<file path="src/source/soc_pkg.sv">
//////////////////////////////
// SoC peripheral fabric package
// Memory map, bus widths, bus word types and decoder targets
//////////////////////////////

`default_nettype none

package soc_pkg;

  // Bus widths
  localparam int ADDR_WIDTH     = 32;
  localparam int DATA_WIDTH     = 64;
  localparam int STRB_WIDTH     = DATA_WIDTH / 8;
  localparam int APB_DATA_WIDTH = 32;

  typedef logic [ADDR_WIDTH-1:0]     addr_t;
  typedef logic [DATA_WIDTH-1:0]     data_t;
  typedef logic [STRB_WIDTH-1:0]     strb_t;
  typedef logic [APB_DATA_WIDTH-1:0] apb_data_t;

  //////////////////////////////
  // Memory map
  //////////////////////////////

  localparam int    L2_NUM_WORDS = 256;
  localparam int    L2_IDX_WIDTH = $clog2(L2_NUM_WORDS);
  localparam int    BYTE_OFFSET  = $clog2(STRB_WIDTH);
  localparam addr_t DRAM_BASE    = 32'h8000_0000;
  localparam addr_t L2_LENGTH    = addr_t'(L2_NUM_WORDS * STRB_WIDTH);

  localparam addr_t UART_BASE    = 32'hC000_0000;
  localparam addr_t UART_LENGTH  = 32'h0000_1000;

  localparam addr_t CTRL_BASE    = 32'hD000_0000;
  localparam addr_t CTRL_LENGTH  = 32'h0000_1000;

  // Control register offsets
  localparam addr_t CTRL_EXIT_OFFSET   = 32'h0;
  localparam addr_t CTRL_CNT_EN_OFFSET = 32'h8;

  typedef enum logic [1:0] {
    TGT_L2MEM = 2'd0,
    TGT_UART  = 2'd1,
    TGT_CTRL  = 2'd2,
    TGT_NONE  = 2'd3
  } soc_target_e;

endpackage

`default_nettype wire

</file>
<file path="src/source/soc_bus_if.sv">
//////////////////////////////
// Request/response bus
// Decoder to target with one request in flight
//////////////////////////////

`timescale 1ns/1ps
`default_nettype none

interface soc_bus_if;

  logic           req;
  logic           we;
  soc_pkg::addr_t addr;
  soc_pkg::data_t wdata;
  soc_pkg::strb_t be;
  logic           rvalid;
  soc_pkg::data_t rdata;

  modport initiator (
    output req,
    output we,
    output addr,
    output wdata,
    output be,
    input  rvalid,
    input  rdata
  );

  modport target (
    input  req,
    input  we,
    input  addr,
    input  wdata,
    input  be,
    output rvalid,
    output rdata
  );

endinterface

`default_nettype wire

</file>
<file path="src/source/soc_addr_decode.sv">
//////////////////////////////
// Address decoder
// Routes one request to L2, UART or control and muxes the reply
// Unmapped addresses answer with an error
//////////////////////////////

`timescale 1ns/1ps
`default_nettype none

module soc_addr_decode (
  input  logic           clk_i,
  input  logic           rst_i,
  input  logic           req_i,
  input  logic           we_i,
  input  soc_pkg::addr_t addr_i,
  input  soc_pkg::data_t wdata_i,
  input  soc_pkg::strb_t be_i,
  output logic           resp_valid_o,
  output soc_pkg::data_t rdata_o,
  output logic           err_o,
  input  logic           uart_slverr_i,
  soc_bus_if.initiator   l2_o,
  soc_bus_if.initiator   uart_o,
  soc_bus_if.initiator   ctrl_o
);

  soc_pkg::soc_target_e tgt_d;
  soc_pkg::soc_target_e sel_q;
  logic                 req_q;
  logic                 busy_q;
  logic                 none_q;
  logic                 we_q;
  soc_pkg::addr_t       addr_q;
  soc_pkg::data_t       wdata_q;
  soc_pkg::strb_t       be_q;
  logic                 rvalid_mux;
  logic                 err_mux;
  soc_pkg::data_t       rdata_mux;

  // Region compare on the incoming address
  always_comb begin
    if (addr_i >= soc_pkg::DRAM_BASE &&
        addr_i <  soc_pkg::DRAM_BASE + soc_pkg::L2_LENGTH) begin
      tgt_d = soc_pkg::TGT_L2MEM;
    end else if (addr_i >= soc_pkg::UART_BASE &&
                 addr_i <  soc_pkg::UART_BASE + soc_pkg::UART_LENGTH) begin
      tgt_d = soc_pkg::TGT_UART;
    end else if (addr_i >= soc_pkg::CTRL_BASE &&
                 addr_i <  soc_pkg::CTRL_BASE + soc_pkg::CTRL_LENGTH) begin
      tgt_d = soc_pkg::TGT_CTRL;
    end else begin
      tgt_d = soc_pkg::TGT_NONE;
    end
  end

  // Selected target is held until its response returns
  always_ff @(posedge clk_i) begin
    if (rst_i) begin
      req_q  <= 1'b0;
      busy_q <= 1'b0;
      none_q <= 1'b0;
      sel_q  <= soc_pkg::TGT_NONE;
    end else begin
      req_q  <= req_i;
      none_q <= req_q && (sel_q == soc_pkg::TGT_NONE);
      if (req_i) begin
        busy_q <= 1'b1;
        sel_q  <= tgt_d;
      end else if (resp_valid_o) begin
        busy_q <= 1'b0;
      end
    end
  end

  always_ff @(posedge clk_i) begin
    if (req_i) begin
      we_q    <= we_i;
      addr_q  <= addr_i;
      wdata_q <= wdata_i;
      be_q    <= be_i;
    end
  end

  //////////////////////////////
  // Request fan-out
  //////////////////////////////

  assign l2_o.req   = req_q && (sel_q == soc_pkg::TGT_L2MEM);
  assign uart_o.req = req_q && (sel_q == soc_pkg::TGT_UART);
  assign ctrl_o.req = req_q && (sel_q == soc_pkg::TGT_CTRL);

  assign l2_o.we      = we_q;
  assign l2_o.addr    = addr_q;
  assign l2_o.wdata   = wdata_q;
  assign l2_o.be      = be_q;
  assign uart_o.we    = we_q;
  assign uart_o.addr  = addr_q;
  assign uart_o.wdata = wdata_q;
  assign uart_o.be    = be_q;
  assign ctrl_o.we    = we_q;
  assign ctrl_o.addr  = addr_q;
  assign ctrl_o.wdata = wdata_q;
  assign ctrl_o.be    = be_q;

  //////////////////////////////
  // Response mux
  //////////////////////////////

  always_comb begin
    rvalid_mux = 1'b0;
    rdata_mux  = '0;
    err_mux    = 1'b0;
    case (sel_q)
      soc_pkg::TGT_L2MEM: begin
        rvalid_mux = l2_o.rvalid;
        rdata_mux  = l2_o.rdata;
      end
      soc_pkg::TGT_UART: begin
        rvalid_mux = uart_o.rvalid;
        rdata_mux  = uart_o.rdata;
        err_mux    = uart_slverr_i;
      end
      soc_pkg::TGT_CTRL: begin
        rvalid_mux = ctrl_o.rvalid;
        rdata_mux  = ctrl_o.rdata;
      end
      default: begin
        rvalid_mux = none_q;
        err_mux    = 1'b1;
      end
    endcase
  end

  assign resp_valid_o = busy_q && rvalid_mux;
  assign rdata_o      = rdata_mux;
  assign err_o        = resp_valid_o && err_mux;

  // Initiator keeps one request in flight
  a_single_outstanding: assert property (@(posedge clk_i) disable iff (rst_i)
    req_i |-> !busy_q);

  // Only the selected target may answer
  a_rvalid_selected: assert property (@(posedge clk_i) disable iff (rst_i)
    (l2_o.rvalid || uart_o.rvalid || ctrl_o.rvalid) |->
      busy_q && $onehot({l2_o.rvalid, uart_o.rvalid, ctrl_o.rvalid}) &&
      ((l2_o.rvalid   && sel_q == soc_pkg::TGT_L2MEM) ||
       (uart_o.rvalid && sel_q == soc_pkg::TGT_UART)  ||
       (ctrl_o.rvalid && sel_q == soc_pkg::TGT_CTRL)));

endmodule

`default_nettype wire

</file>
<file path="src/flat_wrapper.sv">
// flat-port wrapper written by rule: the top's interface ports become plain ports
module soc_addr_decode_flat 
  (clk_i, rst_i, req_i, we_i, addr_i, wdata_i, be_i, resp_valid_o, rdata_o, err_o, uart_slverr_i, l2_o_req, l2_o_we, l2_o_addr, l2_o_wdata, l2_o_be, l2_o_rvalid, l2_o_rdata, uart_o_req, uart_o_we, uart_o_addr, uart_o_wdata, uart_o_be, uart_o_rvalid, uart_o_rdata, ctrl_o_req, ctrl_o_we, ctrl_o_addr, ctrl_o_wdata, ctrl_o_be, ctrl_o_rvalid, ctrl_o_rdata);
  soc_bus_if l2_o_i ();
  soc_bus_if uart_o_i ();
  soc_bus_if ctrl_o_i ();
  input  logic clk_i;
  input  logic rst_i;
  input  logic req_i;
  input  logic we_i;
  input  soc_pkg::addr_t addr_i;
  input  soc_pkg::data_t wdata_i;
  input  soc_pkg::strb_t be_i;
  output logic resp_valid_o;
  output soc_pkg::data_t rdata_o;
  output logic err_o;
  input  logic uart_slverr_i;
  output wire logic [$bits(l2_o_i.req)-1:0] l2_o_req;
  output wire logic [$bits(l2_o_i.we)-1:0] l2_o_we;
  output wire logic [$bits(l2_o_i.addr)-1:0] l2_o_addr;
  output wire logic [$bits(l2_o_i.wdata)-1:0] l2_o_wdata;
  output wire logic [$bits(l2_o_i.be)-1:0] l2_o_be;
  input wire logic [$bits(l2_o_i.rvalid)-1:0] l2_o_rvalid;
  input wire logic [$bits(l2_o_i.rdata)-1:0] l2_o_rdata;
  output wire logic [$bits(uart_o_i.req)-1:0] uart_o_req;
  output wire logic [$bits(uart_o_i.we)-1:0] uart_o_we;
  output wire logic [$bits(uart_o_i.addr)-1:0] uart_o_addr;
  output wire logic [$bits(uart_o_i.wdata)-1:0] uart_o_wdata;
  output wire logic [$bits(uart_o_i.be)-1:0] uart_o_be;
  input wire logic [$bits(uart_o_i.rvalid)-1:0] uart_o_rvalid;
  input wire logic [$bits(uart_o_i.rdata)-1:0] uart_o_rdata;
  output wire logic [$bits(ctrl_o_i.req)-1:0] ctrl_o_req;
  output wire logic [$bits(ctrl_o_i.we)-1:0] ctrl_o_we;
  output wire logic [$bits(ctrl_o_i.addr)-1:0] ctrl_o_addr;
  output wire logic [$bits(ctrl_o_i.wdata)-1:0] ctrl_o_wdata;
  output wire logic [$bits(ctrl_o_i.be)-1:0] ctrl_o_be;
  input wire logic [$bits(ctrl_o_i.rvalid)-1:0] ctrl_o_rvalid;
  input wire logic [$bits(ctrl_o_i.rdata)-1:0] ctrl_o_rdata;
  assign l2_o_req = l2_o_i.req;
  assign l2_o_we = l2_o_i.we;
  assign l2_o_addr = l2_o_i.addr;
  assign l2_o_wdata = l2_o_i.wdata;
  assign l2_o_be = l2_o_i.be;
  assign l2_o_i.rvalid = l2_o_rvalid;
  assign l2_o_i.rdata = l2_o_rdata;
  assign uart_o_req = uart_o_i.req;
  assign uart_o_we = uart_o_i.we;
  assign uart_o_addr = uart_o_i.addr;
  assign uart_o_wdata = uart_o_i.wdata;
  assign uart_o_be = uart_o_i.be;
  assign uart_o_i.rvalid = uart_o_rvalid;
  assign uart_o_i.rdata = uart_o_rdata;
  assign ctrl_o_req = ctrl_o_i.req;
  assign ctrl_o_we = ctrl_o_i.we;
  assign ctrl_o_addr = ctrl_o_i.addr;
  assign ctrl_o_wdata = ctrl_o_i.wdata;
  assign ctrl_o_be = ctrl_o_i.be;
  assign ctrl_o_i.rvalid = ctrl_o_rvalid;
  assign ctrl_o_i.rdata = ctrl_o_rdata;
  soc_addr_decode u_core (.clk_i(clk_i), .rst_i(rst_i), .req_i(req_i), .we_i(we_i), .addr_i(addr_i), .wdata_i(wdata_i), .be_i(be_i), .resp_valid_o(resp_valid_o), .rdata_o(rdata_o), .err_o(err_o), .uart_slverr_i(uart_slverr_i), .l2_o(l2_o_i), .uart_o(uart_o_i), .ctrl_o(ctrl_o_i));
endmodule
</file>
<file path="config.mk">
export PLATFORM = sky130hd
export DESIGN_NAME = soc_addr_decode_flat
export DESIGN_NICKNAME = d
export VERILOG_FILES = /design/src/source/soc_pkg.sv /design/src/source/soc_bus_if.sv /design/src/source/soc_addr_decode.sv /design/src/flat_wrapper.sv
export SDC_FILE = /design/constraint.sdc
export NUM_CORES = 1
export LEC_CHECK = 0
export BUFFER_PORTS_ARGS = -buffer_cell sky130_fd_sc_hd__buf_2
export CELL_PAD_IN_SITES_DETAIL_PLACEMENT = 1
export CELL_PAD_IN_SITES_GLOBAL_PLACEMENT = 2
export CORE_AREA = 2 2 271 273
export CTS_CLUSTER_DIAMETER = 80
export DETAILED_ROUTE_END_ITERATION = 10
export DIE_AREA = 0 0 273 275
export PLACE_DENSITY_LB_ADDON = 0.1
export SLEW_MARGIN = 40
export SYNTH_ARGS = -nofsm -noshare
export SYNTH_HDL_FRONTEND = slang
export SYNTH_SLANG_ARGS = --single-unit
</file>
<file path="constraint.sdc">
create_clock -name clk_i -period 1.4 [get_ports clk_i]
set_input_delay 0.07 -clock clk_i [delete_from_list [all_inputs] [get_ports clk_i]]
set_output_delay 0.07 -clock clk_i [all_outputs]
set_load 0.02 [all_outputs]
</file>
; Word level (Yosys, flattened, before mapping)
; Cells that the tools add are included.
; Widths: inputs -> output; s select.
[word_totals]
regBits = 110
elab_cells = 37
[classes]
n_lt_le_gt_ge = 6
n_eq_ne = 3
n_mux = 8
reduce_logical = 12
[ops]
columns = op, count
row1 = $pmux 64 s3, 1
row2 = $ge 32x32->1 const B, 3
row3 = $lt 32x32->1 const B, 3
row4 = $logic_and 1x1->1, 9
row5 = $eq 2x2->1 const B, 2
row6 = $mux 2, 2
row7 = $mux 1, 3
row8 = $pmux 1 s3, 1
row9 = $eq 2x1->1 const B, 1
row10 = $logic_not 2->1, 1
row11 = $pmux 1 s2, 1
row12 = $reduce_bool 2->1, 1
row13 = $reduce_or 2->1, 1

; Logic depth before layout (Yosys ltp)
; Gate-level depths: netlist (run 1).
[logic_depth]
depth_word = 5
mapped_depth = 6
mapped_depth_nobuf = 3

; Worst setup path before layout (run 1)
; Ideal clock, no wire load.
[synth_path]
kind = flip-flop to output port
from = register u_core.sel_q[1]
to = output port l2_o_req
t_arrival_ns = 1.312
required_ns = 1.330
slack_ns = 0.018
path_stages_with_launch = 5
n_path_buf = 3
path_cell_list = dfxtp_1 clkbuf_1 buf_2 buf_2 nor3b_1
[synth_via]
elab_chain_len = 2
[synth_rtl]
columns = element, line
row1 = "start, declared", soc_addr_decode.sv:28  ; soc_pkg::soc_target_e sel_q;
row2 = "start signal, assigned", soc_addr_decode.sv:62  ; sel_q <= soc_pkg::TGT_NONE;
row3 = "start signal, assigned", soc_addr_decode.sv:68  ; sel_q <= tgt_d;
row4 = $logic_not 2->1, soc_addr_decode.sv:88  ; assign l2_o.req = req_q && (sel_q == soc_pkg::TGT_L2MEM);
row5 = $logic_and 1x1->1, soc_addr_decode.sv:88
row6 = "end, declared", flat_wrapper.sv:18  ; output wire logic [$bits(l2_o_i.req)-1:0] l2_o_req;
; No other way between the ends.

; Worst setup path in the final report (run 1)
[layout_path]
from = register u_core.sel_q[0]
to = output port resp_valid_o
[layout_via]
elab_chain_len = 3
word_cells_on_any_way = 5
cone_classes = eq/ne: 2 / mux: 1 / reduce/logical: 2
[layout_rtl]
columns = element, line
row1 = $eq 2x2->1 (tied with other cells), soc_addr_decode.sv:113  ; case (sel_q)
row2 = $pmux 1 s3 (*), soc_addr_decode.sv:113
row3 = $logic_and 1x1->1 (*), soc_addr_decode.sv:134  ; assign resp_valid_o = busy_q && rvalid_mux;
row4 = "end, declared", flat_wrapper.sv:14  ; output logic resp_valid_o;
; Mark *: on every way between the ends. The rest lies on a longest branch, timed or not.

==> reports/summary.txt, run 1 <==
status = complete, but fails checks
failing checks = negative setup slack
Worst setup SP type = flip-flop
Clock Latency Late Sink = 380 ps
#FFs+latches synth = 110
CTS tree = built
Final ANT Viol Nets = 0
Post-Syn Nets = 865
CP top delay family = multiplexers
layout cells sized above 1 = 0.680
Via Count = 6578
Max Cap Viol = 0
DR pass1 iterations = 4
multi-input logic area = 1630 sq um
grt met2 use = 0.194
starting density of the core = 0.0875
Worst slew margin = 0.502
Seq pwr share = 0.443
overall power = 0.00931 W
Sw Share = 0.337
Yosys Warn Count = 0
GRT Overall Usage = 0.0981
P_int = 0.00617 W
Syn Inst Count = 561
Pleak = 5.78 nW
final slew viol count = 0
global route total overflow = 0
vias in the first global route = 6977
dpl hpwl = 33500 um
unrepaired setup endpoints after global routing = yes
I/O pin cnt = 688
Max Fclk = 0.559 GHz
Clock Tree Root = clkbuf_16
final critical-path share of the clock period = 1.28
slowest CP cell = mux4_2
Yosys cell types = 25
critical path required time = 1330 ps
Worst Skew = 0.893 ps
GRT Max-Usage Layer = met2
Clk network pwr share = 0.278
CP cell instances = mux4_2 > and2_4 > buf_4 > buf_6
Core ar. = 72300 sq um
register area share after synthesis = 0.514
Die Area = 75100 sq um
DR iter-0 viols = 127
Num CTS Buffers = 9
crit path DAT = 1720 ps
clock sinks = 110
final worst slack = -391 ps
GR Util met1 = 0.0853
fin nets = 1497
IO Port Bufs = 687
pwr dens = 779 nW/um^2
hold crit path type = primary input to flip-flop
Setup Viol. Count Final = 69
Row Count = 99
DR vias/cell = 3.04
Final Routed Wirelength = 39400 um
Final min period = 1790 ps
WP buf/inv = 2
Syn-to-layout area delta = 89.0%
first-pass GRT wire length = 51600 um
remaining routing DRC violations = 0
Final Hold Fails = 0
GRT met3 Usage = 0.0539
Peak VDD IR = 0.000467 V
die width = 273 um
gpl congestion = 0.732
WHS = 51.9 ps
switching pwr = 0.00314 W
# H-tree levels = 3
CP endpoint kind = output port
Mapped Avg Cell Area = 11.3 sq um
CP max stage delay = 520 ps
Reg area = 3260 sq um
Max clock buf depth = 2
Syn Std Cell Area = 6330 sq um
Die Span Y = 275 um
Crit Path Max Fanout = 5
largest net degree at the start of global routing = 56
Fill cells = 8589
wire per inst = 18.3 um
CP Class = flip-flop to output port
antenna violations before repair = 33
clock slew at reported path FFs = 80 ps
Gate power share = 0.279
Slew @ Worst Pin = 741 ps
## repair_timing
action                                  CTS  global route
resized for setup                       111            46
buffers inserted                         17             3
cloned                                    3             3
pin swaps                                 9             7
hold buffers                            105             0
endpoints found under the hold margin   106             0
endpoints found under the setup margin   69            71
## power groups by stage
| stage | clock network [W] | logic (W) | registers [W] |
|---|---|---|---|
| 6_report | 0.00259 | 0.00260 | 0.00412 |
| 5_1_grt | 0.00289 | 0.00278 | 0.00417 |
| 4_1_cts | 0.00281 | 0.00264 | 0.00414 |
| 3_5_place_dp | 0 | 0.00234 | 0.00422 |
| 3_3_place_gp | 0 | 0.00238 | 0.00421 |
| 2_1_floorplan | 0 | 0.00137 | 0.00444 |
## per-stage QoR
stage	std cells	TNS, ps	instance area [sq um]	setup slack, ps	utilization
CTS	2151	-25220	11700	-446	0.162
finish	2161	-20150	12000	-391	0.165
detailed placement	2012	-880	9720	-346	0.134
floorplan	561	0	6330	18.5	-
global route	2158	-27650	11900	-469	0.165
global placement	2012	-812	9720	-294	0.134
## cells by family (layout without fill, tap and decap cells)
| kind of cell | Yosys count | in the layout | share of synthesized area |
|---|---|---|---|
| other | 0 | 5 | 0 |
| muxes | 65 | 65 | 0.105 |
| and+or+nand+nor | 80 | 80 | 0.0546 |
| AOI/OAI and AO/OA | 69 | 69 | 0.0564 |
| DFF | 110 | 110 | 0.514 |
| buffers and inverters | 236 | 872 | 0.269 |
| xor gates and xnor gates | 1 | 1 | 0.00138 |
## path summary, 6_finish.rpt
check / startpoint / end / slack, ps / depth (start not counted)
worst max-delay path: u_core.sel_q[0] / resp_valid_o / -390 / 4
worst min-delay path: rst_i / u_core.busy_q / 50 / 3
worst max register to register: u_core.sel_q[1] / u_core.sel_q[1] / 150 / 6
worst min register to register: u_core.busy_q / u_core.busy_q / 480 / 2
## worst reg2reg max path: stages (launching register included)
cell and delay [ps]:
dfxtp_4 360, buf_8 130, buf_12 130, buf_16 130, buf_4 130, nor3_1 180
a31oi_1 70
## flip-flops by register name, indices dropped and copies added (netlist names)
name and count:
u_core.busy_q 1, u_core.ctrl_o.addr 32, u_core.ctrl_o.be 8, u_core.ctrl_o.wdata 64, u_core.ctrl_o.we 1, u_core.none_q 1, u_core.req_q 1, u_core.sel_q 2
## final cells by class
| type | count | area share |
|---|---|---|
| repair buffers | 854 | 0.465 |
| diodes | 5 | 0.00105 |
| clock inverters | 6 | 0.00471 |
| inverters | 3 | 0.000942 |
| well taps | 959 | 0.100 |
| clock buffers | 9 | 0.0188 |
| multi-input cells | 215 | 0.136 |
| flip-flops and latches | 110 | 0.273 |
## layer usage
metal,vias up,part of all wire
li1,3000,-
met1,3038,0.31
met2,438,0.55
met3,68,0.13
met4,34,0.013
met5,-,0.0056
## cell usage in the layout (no fill, tap or decap), drive strengths merged, types with 2 or more instances in the layout
master / instances
a31oi: 2
buf: 746
clkbuf: 12
clkinv: 3
dfxtp: 5
diode: 5
dlygate4sd3: 105
edfxtp: 105
inv: 5
mux2i: 64
nand2: 65
nand2b: 2
nor3: 2
nor3b: 2
nor4: 3
o21ai: 65
## cells in the mapped netlist (all sizes together)
library cell / number / area [sq um]
edfxtp: 105 / 3150
nor2: 1 / 3.75
o21ai: 65 / 325
nand2b: 2 / 12.5
a31oi: 2 / 12.5
xnor2: 1 / 8.76
mux2i: 64 / 641
dfxtp: 5 / 100
buf: 226 / 1660
nor4b: 1 / 8.76
nor4: 3 / 18.8
clkbuf: 7 / 26.3
and4: 1 / 8.76
and2: 1 / 8.76
mux4: 1 / 22.5
and3b: 1 / 8.76
inv: 3 / 11.3
a2111oi: 1 / 8.76
o211a: 1 / 10.0
nor2b: 1 / 6.26
nor3b: 2 / 15.0
nand2: 65 / 244
nor3: 2 / 10.0
(Power assumes the default switching activity.)
==> inputs of run 2 (changes only) <==
--- a/config.mk
+++ b/config.mk
@@ -5,6 +5,7 @@
 export SDC_FILE = /design/constraint.sdc
 export NUM_CORES = 1
 export LEC_CHECK = 0
+export ABC_AREA = 0
 export BUFFER_PORTS_ARGS = -buffer_cell sky130_fd_sc_hd__buf_2
 export CELL_PAD_IN_SITES_DETAIL_PLACEMENT = 1
 export CELL_PAD_IN_SITES_GLOBAL_PLACEMENT = 2
@@ -13,7 +14,7 @@
 export DETAILED_ROUTE_END_ITERATION = 10
 export DIE_AREA = 0 0 273 275
 export PLACE_DENSITY_LB_ADDON = 0.1
-export SLEW_MARGIN = 40
+export SLEW_MARGIN = 30
 export SYNTH_ARGS = -nofsm -noshare
 export SYNTH_HDL_FRONTEND = slang
 export SYNTH_SLANG_ARGS = --single-unit
==> constraint.sdc (replaced) <==
create_clock -name clk_i -period 1.4 [get_ports clk_i]
set_input_delay 0.07 -clock clk_i [delete_from_list [all_inputs] [get_ports clk_i]]
set_output_delay 0.07 -clock clk_i [all_outputs]
set_load 0.1 [all_outputs]
==> run 2 against run 1 <==
  * The flow still finishes with violations (negative setup slack)
  * Non-clock buffer count is 9 lower
  * Clock skew hardly changed
  * Count of clock-buffer cells in the layout is 1 higher
  * First-iteration DRC count is 9.4% lower
  * Sequential cell count stayed put
  * Global-route usage is 0.17 points lower
  * Final area is 14% higher
  * Sequential share of layout area is 3.3 points lower
  * Combinational power grew to 2.8 times the previous value
  * Power is 51% higher
  * Via count is 0.29% lower
  * Core utilization is 2.3 points higher
==> reports/summary.txt, run 2 (same netlist as run 1, synthesis figures left out) <==
DR iter-0 viols = 115
hold crit path type = primary input to flip-flop
Setup Viol. Count Final = 69
wire per inst = 17.8 um
Core ar. = 72300 sq um
placed cell area = 11000 sq um
Die Area = 75100 sq um
final worst slack = -453 ps
dpl hpwl = 31500 um
Worst Skew = 1.17 ps
commonest non-fill, non-tap cell in the layout = buf_2
I/O pin cnt = 688
fin nets = 1488
Pleak = 6.11 nW
layout cells sized above 1 = 0.749
post-route cell area = 13600 sq um
global route total overflow = 0
Final ANT Viol Nets = 0
Via Count = 6559
overall power = 0.0141 W
largest net degree at the start of global routing = 43
pwr dens = 1030 nW/um^2
Largest register FFs = 64
DR pass1 iterations = 4
Row Count = 99
FF-to-FF path depth = 4
Worst Hold Depth = 3
WHS = 54.7 ps
CTS tree = built
clock slew at reported path FFs = 80 ps
Slew @ Worst Pin = 545 ps
antenna violations before repair = 30
Clock Latency Late Sink = 390 ps
CP Class = flip-flop to output port
first-pass GRT wire length = 50600 um
final critical-path share of the clock period = 1.32
most frequent cells in the layout = buf_2, dlygate4sd3_1, edfxtp_1, buf_12, buf_4
status = complete, but fails checks
Final Hold Fails = 0
post-route setup TNS = -24010 ps
Peak VDD IR = 0.000534 V
Clock Tree Root = clkbuf_16
final slew viol count = 0
Syn-to-layout area delta = 115%
crit path DAT = 1780 ps
clock sinks = 110
Core Util, Final = 0.188
vias in the first global route = 6898
Max Cap Viol = 0
die width = 273 um
Max clock buf depth = 2
Worst slew margin = 0.639
unrepaired setup endpoints after global routing = yes
# H-tree levels = 3
starting density of the core = 0.0875
DR vias/cell = 3.04
Worst setup SP type = flip-flop
critical path required time = 1330 ps
Final min period = 1850 ps
remaining routing DRC violations = 0
Crit Path Max Fanout = 5
Fill cells = 8371
failing checks = negative setup slack
GRT Overall Usage = 0.0965
Max Fclk = 0.540 GHz
Num CTS Buffers = 9
Final Routed Wirelength = 38500 um
IO Port Bufs = 687
CP endpoint kind = output port
Die Span Y = 275 um
gpl congestion = 0.720
-- run 2: cell count changes in the layout (fill, tap and decap cells not counted), sizes merged --
cell         previous run  this run
buf                   746       726
clkinv                  3         1
bufbuf                  0         1
dlygate4sd3           105       106
diode                   5         9
inv                     5         6
clkbuf                 12        22
bufinv                  0         1
-- run 2: final timing paths --
kind         slack [ps]             from              end
max reg2reg         150  u_core.sel_q[1]  u_core.sel_q[1]
max                -450  u_core.sel_q[0]            err_o
min                  50            req_i     u_core.req_q
min reg2reg         490    u_core.busy_q    u_core.busy_q
-- run 2: worst max-delay path, cell delays in order, from the launching register on --
cell     delay [ps]
dfxtp_4         400
mux4_2          520
and2_4          170
o211a_4         140
buf_12          160
-- run 2: routing by layer --
metal	share of wire	GRT usage	wire, um
met2	0.53	0.179	20300
met3	0.13	0.0566	4940
met1	0.32	0.0899	12500
met4	0.013	0.0236	513
met5	0.0060	0	231
-- run 2: area by class of cell --
type                       instances  area, sq um  area share
tap                              959         1200      0.0881
timing repair buffer             845         6460       0.475
inverter                           3         11.3    0.000827
antenna                            9         22.5     0.00165
sequential                       110         3260       0.239
multi-input combinational        215         2350       0.173
clock inverter                     6         77.6     0.00570
clock buffer                      10          229      0.0168
-- run 2: metrics by stage --
stage	instances	setup WS, ps
after floorplan	561	-798
after global placement	2007	-37.4
after detailed placement	2007	-50.1
after CTS	2144	-516
after global routing	2155	-528
final	2157	-453
-- run 2: power by group --
group          internal (W)  total (W)  switching (W)  leakage [nW]
Sequential          0.00389    0.00413       0.000235          1.07
Clock               0.00143    0.00278        0.00135         0.147
Combinational       0.00115    0.00715        0.00600          4.90
-- run 2: what timing repair did --
| action | 4_1_cts | 5_1_grt |
|---|---|---|
| gates cloned | 6 | 3 |
| hold buffers | 106 | 0 |
| setup endpoints to repair | 111 | 80 |
| resized for setup | 166 | 52 |
| pin swaps | 7 | 8 |
| setup buffers | 10 | 3 |
| endpoints found under the hold margin | 106 | 0 |
==> inputs of run 3 (changes only) <==
==> constraint.sdc (replaced) <==
create_clock -name clk_i -period 2.3 [get_ports clk_i]
set_input_delay 0.115 -clock clk_i [delete_from_list [all_inputs] [get_ports clk_i]]
set_output_delay 0.115 -clock clk_i [all_outputs]
set_load 0.1 [all_outputs]
==> run 3 against run 2 <==
  * The flow now finishes without violations
  * Sequential power fell by 39%
  * Routed wire length down 5.2%
  * Highest routed layer unchanged
  * Die area did not move
  * Register-to-register slack better by 900 ps
==> reports/summary.txt, run 3 (same netlist as run 1, synthesis figures left out) <==
final critical-path share of the clock period = 0.906
gpl congestion = 0.747
sink of the worst hold path = u_core.ctrl_o.addr[30]
worst hold start = addr_i[30]
layout cells sized above 1 = 0.631
WP buf/inv = 3
pwr dens = 715 nW/um^2
Slew @ Worst Pin = 861 ps
Seq pwr share = 0.299
post-route setup TNS = 0 ps
die width = 273 um
DR iter-0 viols = 139
CTS tree = built
Gate power share = 0.499
Worst Hold Depth = 1
global route total overflow = 0
Setup Viol. Count Final = 0
first-pass GRT wire length = 47900 um
P_int = 0.00385 W
GRT Overall Usage = 0.0915
hold crit path type = primary input to flip-flop
largest net degree at the start of global routing = 60
Final Routed Wirelength = 36500 um
R2R Setup Slk = 1050 ps
Syn-to-layout area delta = 86.0%
fin nets = 1447
I/O pin cnt = 688
Max clock buf depth = 2
CP endpoint kind = output port
Worst Skew = 1.01 ps
Max Fclk = 0.480 GHz
R2R Path Start = u_core.sel_q[1]
Die Area = 75100 sq um
Final Non-Filler Cells = 2111
Final min period = 2080 ps
Worst slew margin = 0.426
# H-tree levels = 3
dpl hpwl = 31200 um
Final Hold Fails = 0
CP top delay family = buffers and inverters
Crit Path Max Fanout = 36
most frequent cells in the layout = buf_2, dlygate4sd3_1, edfxtp_1, buf_12, nand2_1
Largest register FFs = 64
Peak VDD IR = 0.000373 V
critical path required time = 2180 ps
Clock Latency Late Sink = 380 ps
status = finished, final reports clean
Die Span Y = 275 um
dpl cells = 1986
CP cell instances = buf_12 > buf_4 > and3b_1 > buf_2
antenna violations before repair = 21
FF-to-FF path depth = 3
Pleak = 5.59 nW
wire per inst = 17.3 um
commonest non-fill, non-tap cell in the layout = buf_2
Clk network pwr share = 0.202
final slew viol count = 0
Core ar. = 72300 sq um
DR pass1 iterations = 4
vias in the first global route = 6527
CP max stage delay = 450 ps
clock slew at reported path FFs = 80 ps
Via Count = 6232
crit path DAT = 1970 ps
Worst setup SP type = flip-flop
CP Class = flip-flop to output port
DR vias/cell = 2.95
slowest CP cell = buf_2
clock sinks = 110
Final ANT Viol Nets = 0
switching pwr = 0.00457 W
unrepaired setup endpoints after global routing = no
Max Cap Viol = 0
Sw Share = 0.543
Crit Reg-Reg Endpoint = u_core.sel_q[1]
starting density of the core = 0.0875
Clock Tree Root = clkbuf_16
Fill cells = 8539
Num CTS Buffers = 9
remaining routing DRC violations = 0
postcts setup bufs = 0
IO Port Bufs = 687
Row Count = 99
run 3: cell types whose count changed in the layout (fill, tap and decap cells not counted), sizes merged:
cell / change
buf: -27
bufbuf: -1
clkbuf: -12
clkinv: +1
clkinvlp: -1
diode: -5
dlygate4sd3: -1
run 3: routing by layer:
layer	routed length, um	vias to the layer above	track usage
met5	205	-	0
met4	789	30	0.0311
met3	3780	53	0.0409
met2	20000	394	0.179
met1	11700	2867	0.0829
li1	-	2888	-
run 3: repair_timing:
action	4_1_cts	5_1_grt
setup endpoints to repair	0	1
hold buffers	105	0
hold endpoints to repair	105	0
gates resized for setup	0	1
run 3: worst max-delay path by stage:
stage                         start           to  slack (ps)  cells past startpoint
floorplan           u_core.sel_q[1]  rdata_o[25]          20                      4
global placement    u_core.sel_q[0]  rdata_o[62]         520                      4
detailed placement  u_core.sel_q[1]   ctrl_o_req         500                      4
CTS                 u_core.sel_q[1]   ctrl_o_req          40                      4
global route        u_core.sel_q[0]   uart_o_req          60                      4
finish              u_core.sel_q[0]   uart_o_req         220                      4
run 3: cell type report:
cell class              instances  area, sq um  area share
repair buffers                804         5580       0.474
flip-flops and latches        110         3260       0.277
multi-input cells             215         1400       0.119
well taps                     959         1200       0.102
clock buffers                  10          229      0.0195
clock inverters                 6         76.3     0.00648
inverters                       3         11.3    0.000957
diodes                          4         10.0    0.000850
run 3: worst register-to-register path: cells and delay by family, from the launching register on:
family	cells	cell delay [ps]
AOI/OAI and AO/OA	1	220
buffers and inverters	1	310
DFF	1	490
and+or+nand+nor	1	140
run 3: per-stage QoR:
| stage | setup WS (ps) | instance area [sq um] | hold slack, ps | utilization | total power [W] |
|---|---|---|---|---|---|
| CTS | 36.6 | 11800 | 97.8 | 0.163 | 0.00862 |
| global placement | 519 | 10400 | 292 | 0.144 | 0.00666 |
| global route | 60.6 | 11800 | 100 | 0.163 | 0.00875 |
| floorplan | 21.4 | 6350 | 191 | - | 0.00621 |
| detailed placement | 498 | 10400 | 293 | 0.144 | 0.00665 |
| finish | 216 | 11800 | 130 | 0.163 | 0.00842 |
run 3: power groups by stage:
stage               Clock (W)  Sequential [W]  Combinational [W]
CTS                   0.00185         0.00253            0.00424
finish                0.00170         0.00252            0.00420
global placement            0         0.00257            0.00409
floorplan                   0         0.00359            0.00262
global route          0.00190         0.00254            0.00431
detailed placement          0         0.00258            0.00407
